--- src/williams_defines.svh ---
`ifndef WILLIAMS_DEFINES_SVH
`define WILLIAMS_DEFINES_SVH

// Download index values
`define CFG_IDX_MODE 8'd1
`define CFG_IDX_DIP  8'd254

// Pad word bit positions, same layout for both players
`define PAD_RIGHT    0
`define PAD_LEFT     1
`define PAD_DOWN     2
`define PAD_UP       3
`define PAD_FIRE_A   4
`define PAD_FIRE_B   5
`define PAD_FIRE_C   6
`define PAD_FIRE_D   7
`define PAD_FIRE_E   8
`define PAD_FIRE_F   9
`define PAD_START1   10
`define PAD_START2   11
`define PAD_COIN     12
`define PAD_ADVANCE  13
`define PAD_AUTOUP   14

// Analog stick thresholds on the signed byte
`define STICK_T1     32
`define STICK_T2     64
`define STICK_T3     96

// Speech low-pass, Q15 coefficients, about 3.4 kHz over four stages
`define IIR_A2       -20502
`define IIR_B1       6133
`define IIR_B2       6133
`define IIR_SCALE    15
`define IIR_COEFF_W  22
`define SAMPLE_DIV   256

`endif

--- src/williams_pkg.sv ---
package williams_pkg;

	////////////////////////////////////////
	// Game select, loaded from download index 1
	typedef enum logic [7:0]
	{
		GAME_ROBOTRON = 8'd0,
		GAME_JOUST    = 8'd1,
		GAME_SPLAT    = 8'd2,
		GAME_BUBBLES  = 8'd3,
		GAME_STARGATE = 8'd4,
		GAME_ALIENAR  = 8'd5,
		GAME_SINISTAR = 8'd6,
		GAME_PLAYBALL = 8'd7
	} game_mode_e;

	// Signed speech sample inside the filter path
	typedef logic signed [15:0] sample_t;

	// Sinistar 49-way stick position code
	typedef logic [3:0] stick_code_t;

	localparam stick_code_t STICK_CENTRE = 4'd7;

endpackage
--- src/core_config.sv ---
`timescale 1ns/1ps
`include "williams_defines.svh"

module core_config
	import williams_pkg::*;
(
	input  logic        clk_sys,
	input  logic        arst_n,
	input  logic        cfg_wr,
	input  logic [7:0]  cfg_index,
	input  logic [24:0] cfg_addr,
	input  logic [7:0]  cfg_data,
	output game_mode_e  game_mode,
	output logic [7:0]  dip0
);

	logic dip0_hit;

	// Only DIP byte 0 is kept, so the whole address must be zero
	assign dip0_hit = (cfg_index == `CFG_IDX_DIP) && (cfg_addr == 25'd0);

	always_ff @(posedge clk_sys or negedge arst_n)
	begin
		if (!arst_n)
		begin
			game_mode <= GAME_ROBOTRON;
			dip0      <= 8'h00;
		end
		else if (cfg_wr)
		begin
			if (cfg_index == `CFG_IDX_MODE)
				game_mode <= game_mode_e'(cfg_data);
			else if (dip0_hit)
				dip0 <= cfg_data;
		end
	end

endmodule

--- src/iir_stage.sv ---
`timescale 1ns/1ps
`include "williams_defines.svh"

module iir_stage
	import williams_pkg::*;
(
	input  logic    clk_sys,
	input  logic    arst_n,
	input  sample_t in,
	output sample_t out
);

	localparam int DIV_W = $clog2(`SAMPLE_DIV);
	localparam int ACC_W = `IIR_COEFF_W + 18;

	localparam logic signed [`IIR_COEFF_W-1:0] A2 = `IIR_A2;
	localparam logic signed [`IIR_COEFF_W-1:0] B1 = `IIR_B1;
	localparam logic signed [`IIR_COEFF_W-1:0] B2 = `IIR_B2;

	logic [DIV_W-1:0]        div_cnt;
	logic                    tick;
	sample_t                 x_prev;
	logic signed [ACC_W-1:0] acc;

	assign tick = (div_cnt == DIV_W'(`SAMPLE_DIV - 1));

	// y[n] = B1 x[n] + B2 x[n-1] - A2 y[n-1], coefficients sum to unity gain
	assign acc = B1 * in + B2 * x_prev - A2 * out;

	always_ff @(posedge clk_sys or negedge arst_n)
	begin
		if (!arst_n)
		begin
			div_cnt <= '0;
			x_prev  <= '0;
			out     <= '0;
		end
		else
		begin
			div_cnt <= tick ? '0 : div_cnt + 1'b1;
			if (tick)
			begin
				x_prev <= in;
				out    <= sample_t'(acc >>> `IIR_SCALE);
			end
		end
	end

endmodule

--- src/input_mapper.sv ---
`timescale 1ns/1ps
`include "williams_defines.svh"

module input_mapper
	import williams_pkg::*;
(
	input  logic        clk_sys,
	input  logic        arst_n,
	input  game_mode_e  game_mode,
	input  logic [7:0]  dip0,
	input  logic [1:0]  opt_control,
	input  logic        sg_state,
	input  logic [15:0] joy1,
	input  logic [15:0] joy2,
	input  stick_code_t stick_x,
	input  stick_code_t stick_y,
	output logic [7:0]  ja,
	output logic [7:0]  jb,
	output logic [2:0]  btn,
	output logic [7:0]  sw,
	output logic        blitter_sc2,
	output logic        sinistar,
	output logic        landscape
);

	logic [15:0] joy;
	logic [7:0]  ja_d, jb_d, sw_d;
	logic [2:0]  btn_d;
	logic        blitter_d, sinistar_d, landscape_d;
	logic        sg_thrust, sg_reverse;

	// Board order is right, left, down, up
	function automatic logic [3:0] dirs(input logic [15:0] pad);
		return {pad[`PAD_RIGHT], pad[`PAD_LEFT], pad[`PAD_DOWN], pad[`PAD_UP]};
	endfunction

	// Fire buttons used as a second 4-way stick
	function automatic logic [3:0] fire4(input logic [15:0] pad);
		return {pad[`PAD_FIRE_A], pad[`PAD_FIRE_D], pad[`PAD_FIRE_B], pad[`PAD_FIRE_C]};
	endfunction

	assign joy = joy1 | joy2;

	// Stargate thrust and reverse follow the ship facing in sg_state
	assign sg_thrust  = (opt_control == 2'b10) ? joy[`PAD_FIRE_E] :
	                    opt_control[0] ? (sg_state ? joy[`PAD_RIGHT] : joy[`PAD_LEFT]) :
	                    (joy[`PAD_LEFT] | joy[`PAD_RIGHT]);
	assign sg_reverse = opt_control[0] ? (sg_state ? joy[`PAD_LEFT] : joy[`PAD_RIGHT]) :
	                    joy[`PAD_FIRE_B];

	assign sw_d = dip0 | {6'b000000, joy[`PAD_ADVANCE], joy[`PAD_AUTOUP]};

	////////////////////////////////////////
	// Per-game mapping, ports are active low
	always_comb
	begin
		ja_d        = 8'hFF;
		jb_d        = 8'hFF;
		btn_d       = 3'b000;
		blitter_d   = 1'b0;
		sinistar_d  = 1'b0;
		landscape_d = 1'b1;
		case (game_mode)
			GAME_ROBOTRON:
			begin
				btn_d = {joy[`PAD_START1], joy[`PAD_START2], joy[`PAD_COIN]};
				ja_d  = ~{opt_control[1] ? dirs(joy2) : (opt_control[0] ? dirs(joy) : fire4(joy)),
				          opt_control[1] ? dirs(joy1) : dirs(joy)};
				jb_d  = ja_d;
			end
			GAME_JOUST:
			begin
				btn_d = {joy[`PAD_START2], joy[`PAD_START1], joy[`PAD_COIN]};
				ja_d  = ~{5'b00000, joy1[`PAD_FIRE_A], joy1[`PAD_RIGHT], joy1[`PAD_LEFT]};
				jb_d  = ~{5'b00000, joy2[`PAD_FIRE_A], joy2[`PAD_RIGHT], joy2[`PAD_LEFT]};
			end
			GAME_SPLAT:
			begin
				blitter_d = 1'b1;
				btn_d = {joy[`PAD_START1], joy[`PAD_START2], joy[`PAD_COIN]};
				ja_d  = ~{opt_control[0] ? dirs(joy1) : fire4(joy1), dirs(joy1)};
				jb_d  = ~{opt_control[0] ? dirs(joy2) : fire4(joy2), dirs(joy2)};
			end
			GAME_BUBBLES:
			begin
				btn_d = {joy[`PAD_START2], joy[`PAD_START1], joy[`PAD_COIN]};
				ja_d  = ~{4'b0000, dirs(joy)};
				jb_d  = ja_d;
			end
			GAME_STARGATE:
			begin
				btn_d = {joy[`PAD_START2], joy[`PAD_START1], joy[`PAD_COIN]};
				ja_d  = ~{joy[`PAD_FIRE_F], joy[`PAD_UP], joy[`PAD_DOWN], sg_thrust,
				          joy[`PAD_FIRE_D], joy[`PAD_FIRE_C], sg_reverse, joy[`PAD_FIRE_A]};
				jb_d  = ja_d;
			end
			GAME_ALIENAR:
			begin
				btn_d = {joy[`PAD_START1], joy[`PAD_START2], joy[`PAD_COIN]};
				ja_d  = ~{2'b00, joy1[`PAD_FIRE_B], joy1[`PAD_FIRE_A], dirs(joy1)};
				jb_d  = ~{2'b00, joy2[`PAD_FIRE_B], joy2[`PAD_FIRE_A], dirs(joy2)};
			end
			GAME_SINISTAR:
			begin
				sinistar_d  = 1'b1;
				landscape_d = 1'b0;
				btn_d = {joy[`PAD_START1], joy[`PAD_START2], joy[`PAD_COIN]};
				ja_d  = ~{stick_x, stick_y};
				jb_d  = ja_d;
			end
			GAME_PLAYBALL:
			begin
				landscape_d = 1'b0;
				// Starts live on the joystick port here
				btn_d = {2'b00, joy[`PAD_COIN]};
				ja_d  = ~{4'b0000, joy[`PAD_START2], joy[`PAD_RIGHT], joy[`PAD_LEFT],
				          joy[`PAD_START1]};
				jb_d  = ja_d;
			end
			default: ;
		endcase
	end

	always_ff @(posedge clk_sys or negedge arst_n)
	begin
		if (!arst_n)
		begin
			ja          <= 8'hFF;
			jb          <= 8'hFF;
			btn         <= 3'b000;
			sw          <= 8'h00;
			blitter_sc2 <= 1'b0;
			sinistar    <= 1'b0;
			landscape   <= 1'b1;
		end
		else
		begin
			ja          <= ja_d;
			jb          <= jb_d;
			btn         <= btn_d;
			sw          <= sw_d;
			blitter_sc2 <= blitter_d;
			sinistar    <= sinistar_d;
			landscape   <= landscape_d;
		end
	end

endmodule

--- src/sound_mixer.sv ---
`timescale 1ns/1ps

module sound_mixer
	import williams_pkg::*;
(
	input  logic        clk_sys,
	input  logic        arst_n,
	input  game_mode_e  game_mode,
	input  logic [7:0]  game_audio,
	input  logic [15:0] speech,
	output logic [15:0] audio_out
);

	sample_t            stage [0:4];
	logic signed [17:0] boosted;
	sample_t            s_final;
	logic [15:0]        speech_sel;
	logic [16:0]        audsum;

	// Offset binary to two's complement
	assign stage[0] = sample_t'(speech - 16'h8000);

	////////////////////////////////////////
	// Low-pass cascade modelling the speech op-amp filter
	for (genvar i = 0; i < 4; i++)
	begin : g_lpf
		iir_stage u_stage (
			.clk_sys (clk_sys),
			.arst_n  (arst_n),
			.in      (stage[i]),
			.out     (stage[i+1])
		);
	end

	// Gain of 4, clipped to the 16-bit range
	assign boosted = {stage[4][15], stage[4][15], stage[4]} <<< 2;
	assign s_final = (boosted > 18'sd32767)  ? 16'sh7FFF :
	                 (boosted < -18'sd32768) ? 16'sh8000 : boosted[15:0];

	assign speech_sel = (game_mode == GAME_SINISTAR) ? (s_final + 16'h8000) : speech;
	assign audsum     = {1'b0, game_audio, 8'h00} + {1'b0, speech_sel};

	always_ff @(posedge clk_sys or negedge arst_n)
	begin
		if (!arst_n)
			audio_out <= 16'h0000;
		else
			audio_out <= {1'b0, audsum[16:2]} >> 1;
	end

endmodule

--- src/stick_quantizer.sv ---
`timescale 1ns/1ps
`include "williams_defines.svh"

module stick_quantizer
	import williams_pkg::*;
(
	input  logic        clk_sys,
	input  logic        arst_n,
	input  logic [15:0] joy1,
	input  logic [15:0] joy2,
	input  logic [15:0] joy1_analog,
	input  logic [15:0] joy2_analog,
	output stick_code_t stick_x,
	output stick_code_t stick_y
);

	logic        use_p2;
	logic [15:0] joya;
	stick_code_t amx, amy, dmx, dmy;

	// X-axis style code from a signed byte
	function automatic stick_code_t quantize(input logic signed [7:0] v);
		if (v < -(`STICK_T3))
			return 4'd0;
		else if (v < -(`STICK_T2))
			return 4'd4;
		else if (v < -(`STICK_T1))
			return 4'd6;
		else if (v > `STICK_T3)
			return 4'd8;
		else if (v > `STICK_T2)
			return 4'd9;
		else if (v > `STICK_T1)
			return 4'd11;
		return STICK_CENTRE;
	endfunction

	// Y runs the other way, swap the two code sets
	function automatic stick_code_t mirror(input stick_code_t c);
		case (c)
			4'd0:    return 4'd8;
			4'd4:    return 4'd9;
			4'd6:    return 4'd11;
			4'd8:    return 4'd0;
			4'd9:    return 4'd4;
			4'd11:   return 4'd6;
			default: return c;
		endcase
	endfunction

	// Last player to touch a pad owns the analog stick, player 1 wins a tie
	always_ff @(posedge clk_sys or negedge arst_n)
	begin
		if (!arst_n)
			use_p2 <= 1'b0;
		else if (|joy1)
			use_p2 <= 1'b0;
		else if (|joy2)
			use_p2 <= 1'b1;
	end

	assign joya = use_p2 ? joy2_analog : joy1_analog;
	assign amx  = quantize(joya[7:0]);
	assign amy  = mirror(quantize(joya[15:8]));

	// Digital fallback uses both pads together
	assign dmx = (joy1[`PAD_LEFT] | joy2[`PAD_LEFT]) ? 4'd0 :
	             (joy1[`PAD_RIGHT] | joy2[`PAD_RIGHT]) ? 4'd8 : STICK_CENTRE;
	assign dmy = (joy1[`PAD_DOWN] | joy2[`PAD_DOWN]) ? 4'd0 :
	             (joy1[`PAD_UP] | joy2[`PAD_UP]) ? 4'd8 : STICK_CENTRE;

	assign stick_x = (amx == STICK_CENTRE) ? dmx : amx;
	assign stick_y = (amy == STICK_CENTRE) ? dmy : amy;

endmodule

--- src/williams_io_top.sv ---
`timescale 1ns/1ps

module williams_io_top
	import williams_pkg::*;
(
	input  logic        clk_sys,
	input  logic        arst_n,
	input  logic        cfg_wr,
	input  logic [7:0]  cfg_index,
	input  logic [24:0] cfg_addr,
	input  logic [7:0]  cfg_data,
	input  logic [1:0]  opt_control,
	input  logic        sg_state,
	input  logic [15:0] joy1,
	input  logic [15:0] joy2,
	input  logic [15:0] joy1_analog,
	input  logic [15:0] joy2_analog,
	input  logic [7:0]  game_audio,
	input  logic [15:0] speech,
	output logic [7:0]  ja,
	output logic [7:0]  jb,
	output logic [2:0]  btn,
	output logic [7:0]  sw,
	output logic        blitter_sc2,
	output logic        sinistar,
	output logic        landscape,
	output logic [15:0] audio_out
);

	game_mode_e  game_mode;
	logic [7:0]  dip0;
	stick_code_t stick_x, stick_y;

	core_config u_config (
		.clk_sys   (clk_sys),
		.arst_n    (arst_n),
		.cfg_wr    (cfg_wr),
		.cfg_index (cfg_index),
		.cfg_addr  (cfg_addr),
		.cfg_data  (cfg_data),
		.game_mode (game_mode),
		.dip0      (dip0)
	);

	stick_quantizer u_stick (
		.clk_sys     (clk_sys),
		.arst_n      (arst_n),
		.joy1        (joy1),
		.joy2        (joy2),
		.joy1_analog (joy1_analog),
		.joy2_analog (joy2_analog),
		.stick_x     (stick_x),
		.stick_y     (stick_y)
	);

	input_mapper u_mapper (
		.clk_sys     (clk_sys),
		.arst_n      (arst_n),
		.game_mode   (game_mode),
		.dip0        (dip0),
		.opt_control (opt_control),
		.sg_state    (sg_state),
		.joy1        (joy1),
		.joy2        (joy2),
		.stick_x     (stick_x),
		.stick_y     (stick_y),
		.ja          (ja),
		.jb          (jb),
		.btn         (btn),
		.sw          (sw),
		.blitter_sc2 (blitter_sc2),
		.sinistar    (sinistar),
		.landscape   (landscape)
	);

	sound_mixer u_mixer (
		.clk_sys    (clk_sys),
		.arst_n     (arst_n),
		.game_mode  (game_mode),
		.game_audio (game_audio),
		.speech     (speech),
		.audio_out  (audio_out)
	);

endmodule

--- config.mk ---
export PLATFORM = sky130hd
export DESIGN_NAME = williams_io_top
export DESIGN_NICKNAME = d
export VERILOG_FILES = /design/src/williams_pkg.sv /design/src/core_config.sv /design/src/iir_stage.sv /design/src/input_mapper.sv /design/src/sound_mixer.sv /design/src/stick_quantizer.sv /design/src/williams_io_top.sv
export VERILOG_INCLUDE_DIRS = /design/src /design/src/src
export SDC_FILE = /design/constraint.sdc
export NUM_CORES = 2
export LEC_CHECK = 0
export ABC_CLOCK_PERIOD_IN_PS = 10700
export BUFFER_PORTS_ARGS = -buffer_cell sky130_fd_sc_hd__buf_4
export CAP_MARGIN = 20
export CORE_ASPECT_RATIO = 0.5
export CORE_UTILIZATION = 61
export CTS_BUF_LIST = sky130_fd_sc_hd__clkbuf_8
export CTS_CLUSTER_DIAMETER = 80
export CTS_CLUSTER_SIZE = 24
export DETAILED_ROUTE_END_ITERATION = 7
export PLACE_DENSITY = 0.81
export SLEW_MARGIN = 20
export SYNTH_ARGS = -nofsm -noshare
export SYNTH_HDL_FRONTEND = slang
export SYNTH_SLANG_ARGS = --single-unit
--- constraint.sdc ---
create_clock -name clk_sys -period 10.7 [get_ports clk_sys]
set_input_delay 1.07 -clock clk_sys [delete_from_list [all_inputs] [get_ports clk_sys]]
set_output_delay 1.07 -clock clk_sys [all_outputs]
set_load 0.1 [all_outputs]
==> qor.txt <==
die area = 128500 sq um
Die W = 506.0 um
PwrDens = 147.0 nW/um^2
Distinct cells, synth = 72
failing checks = negative setup slack
Area Growth Syn to Fin = 15.40%
number of global-route vias before repair = 60.47k
CTS Root Cell = clkbuf_8
slew margin rel. = 39.66%
core area = 125900 sq um
Final Cell Area = 89400 sq um
most used flip-flop cell after synthesis = dfrtp_1
DR pass1 iterations = 6
Async S/R FF share, synth = 100.0%
sequential share of the synthesized area = 7.167%
slowest CP cell = fa_1
clk_lat worst skew = 0.77 ns
origin of the critical flop-to-flop path = u_mixer.g_lpf[3].u_stage.out[5]$_DFFE_PN0N_
GRT Util Overall = 32.69%
register bit count reported by yosys = 221
fill count = 8491
status = complete, but fails checks
worst path required time = 11.30 ns
Worst-path clk slew = 0.14 ns
wire length on met1 = 82370 um
die height = 254.0 um
total of max-cap violations = 0
leakage power = 48.99 nW
Final WS setup = -0.5724 ns
R2R setup slack = -0.57 ns
fmax = 88.71 MHz
worst hold path class = in -> async
Final GP Congestion = 0.9739
grt total ovfl = 0
vias per cell = 5.312
placed insts = 10.12k
antenna violations before repair = 5
mapped cell area = 77460 sq um
YS warnings = 0
ANT nets after route = 0
Post-synth EDFFs = 0
final worst-path cycle share = 105.3%
commonest non-fill, non-tap cell in the layout = inv_1
TritonCTS clock tree = done
RSZ-0062 raised after global routing = yes
Max Root-Sink Buffers = 3
most frequent CP cell = fa_1
Setup CP Type = reg -> reg
largest net degree at the start of global routing = 71
Num CTS Buffers = 23
Slew Limit Fails = 0
I/O pin total = 181
CP max FO = 4
Sink Count = 221
synthesized netlist cell count = 7631
Setup Skew = 0.04358 ns
nets = 11.80k
Worst Tran Pin Value = 0.9052 ns
first-pass GRT wire length = 321900 um
WHS = 0.2725 ns
Initial Util = 61.51%
via count = 54.50k
CP peak stage delay = 0.55 ns
worst flop-to-flop path endpoint = u_mixer.g_lpf[3].u_stage.out[13]$_DFFE_PN0N_
CP Capture Type = register
Post-Layout Cell Count = 10.26k
Mean Syn Cell Area = 10.15 sq um
commonest cells after routing, fill and taps aside = 2639 x inv_1, 1735 x fa_1, 1304 x ha_1, 893 x buf_4, 230 x nand2_1
final hold vios = 0
Initial DRC Count = 3642
drt total wl = 205700 um
routed wl met2 = 97430 um
# DRC = 0
VDD IR max = 1.092 mV
hpwl dp = 174000 um
reg2reg path depth = 46
FP Rows = 92
share of layout cells above drive strength 1 = 16.86%
metal3 WL = 16380 um
Worst Path Arrival = 11.88 ns
final setup vio count = 37
top sig layer = met5
WL/cell = 20.05 um
Max H-tree Level = 1
Buffers on Ports = 178
dpl cell area = 86050 sq um
Tmin final = 11.27 ns
Startpoint Class = register
post-cts hold buffer count = 0
==> per-stage QoR <==
stage	power [W]	util [%]	setup TNS (ns)	worst slack [ns]
floorplan	0.005745	-	-0.09062	-0.05115
global placement	0.01028	68.33	-4.795	-0.3452
detailed placement	0.01046	68.33	-11.09	-0.5785
CTS	0.01234	69.96	-5.231	-0.4134
global route	0.01403	70.99	-24.09	-0.8826
finish	0.01314	70.99	-9.552	-0.5724
==> state kept, by name, indices dropped and copies added, names as in the netlist, 8 cells and up <==
register	cells
u_mapper.ja	8
u_mixer.g_lpf.u_stage.div_cnt	32
u_config.dip0	8
u_mapper.sw	8
u_mixer.g_lpf.u_stage.x_prev	64
u_mapper.jb	8
u_mixer.audio_out	14
u_mixer.g_lpf.u_stage.out	64
u_config.game_mode	8
==> cells by family after synthesis <==
kind of cell / count (synthesis) / share of synthesized area (%)
mux: 31 / 0.4410
xor+xnor: 274 / 3.134
fa+ha+maj: 3117 / 67.36
flops: 221 / 7.167
simple gates: 665 / 3.985
compound gates: 568 / 4.550
other cells: 1 / 0.004841
buf+inv: 2754 / 13.35
==> final cells by class <==
class                   count  area [sq um]  share of cell area (%)
repair buffers            943          7288                   8.153
diodes                      2         5.005                0.005598
clock inverters            19         297.8                  0.3331
well taps                1692          2117                   2.368
clock buffers              23         316.6                  0.3541
inverters                2702         10150                   11.35
flip-flops and latches    221          5589                   6.252
multi-input cells        4657         63630                   71.18
==> metal layers <==
| metal | vias up | global-route usage [%] |
|---|---|---|
| li1 | 24300 | - |
| met1 | 27650 | 42.33 |
| met2 | 1960 | 53.59 |
| met3 | 579 | 7.795 |
| met4 | 8 | 12.46 |
| met5 | - | 0 |
==> where the power goes <==
group          internal [W]  leakage (nW)  total (W)  switching, W
combinational       0.00542          46.0     0.0115       0.00604
clock              0.000266         0.302   0.000796      0.000530
sequential         0.000870          2.72   0.000882     0.0000128
total               0.00656          49.0     0.0131       0.00658
==> critical path: cells and delay by family (launching register included) <==
kind / cells / cell delay (ns)
fa+ha+maj: 16 / 6.68
flops: 1 / 0.48
buf+inv: 10 / 0.69
xor+xnor: 3 / 0.60
compound gates: 14 / 2.33
simple gates: 3 / 0.31
==> cells in the mapped netlist (7+ instances only) <==
cell type  number  area share, %
inv_1        2702             13
ha_1         1361             22
a21o_1         62           0.60
a31oi_1        13           0.10
mux2_2         25           0.36
xnor2_1       158            1.8
o21ai_1         8          0.052
o211ai_1        8          0.078
nand3_1        46           0.30
or3_1           9          0.073
o21bai_1       15           0.15
o21ai_0       205            1.3
o31ai_1        13           0.13
nor4_1         18           0.15
and3_1         15           0.12
xor2_1        114            1.3
clkbuf_1       49           0.24
a21oi_1       131           0.85
dfstp_2        17           0.58
dfrtp_1       204            6.6
nand2_1       239            1.2
o221ai_1       12           0.14
nor2b_1        30           0.24
or2_2          33           0.27
nand2b_1       26           0.21
nand4_1        16           0.13
nor3_1         38           0.25
o21a_1         27           0.26
nor2_1        162           0.78
a21boi_0        7          0.068
a211oi_1       11           0.11
and2_1         15           0.12
fa_1         1756             45
==> worst max path at each step <==
stage	end	slack (ns)	start
6_report	u_mixer.g_lpf[3].u_stage.out[13]$_DFFE_PN0N_	-0.57	u_mixer.g_lpf[3].u_stage.out[5]$_DFFE_PN0N_
5_1_grt	u_mixer.g_lpf[0].u_stage.out[15]$_DFFE_PN0N_	-0.88	u_mixer.g_lpf[0].u_stage.out[8]$_DFFE_PN0N_
4_1_cts	u_mixer.g_lpf[3].u_stage.out[13]$_DFFE_PN0N_	-0.41	u_mixer.g_lpf[3].u_stage.out[5]$_DFFE_PN0N_
3_5_place_dp	u_mixer.g_lpf[3].u_stage.out[15]$_DFFE_PN0N_	-0.58	u_mixer.g_lpf[3].u_stage.out[5]$_DFFE_PN0N_
3_3_place_gp	u_mixer.g_lpf[0].u_stage.out[15]$_DFFE_PN0N_	-0.35	u_mixer.g_lpf[0].u_stage.out[5]$_DFFE_PN0N_
2_1_floorplan	u_mixer.g_lpf[0].u_stage.out[15]$_DFFE_PN0N_	-0.05	u_mixer.g_lpf[0].u_stage.out[9]$_DFFE_PN0N_
==> what timing repair did <==
item	in CTS	in global routing
gates resized for setup	208	252
endpoints found under the setup margin	43	60
setup buffers	80	24
gates cloned	0	0
endpoints found under the hold margin	0	0
pin swaps	115	133
Note: power is estimated with default switching activity, not from simulation.
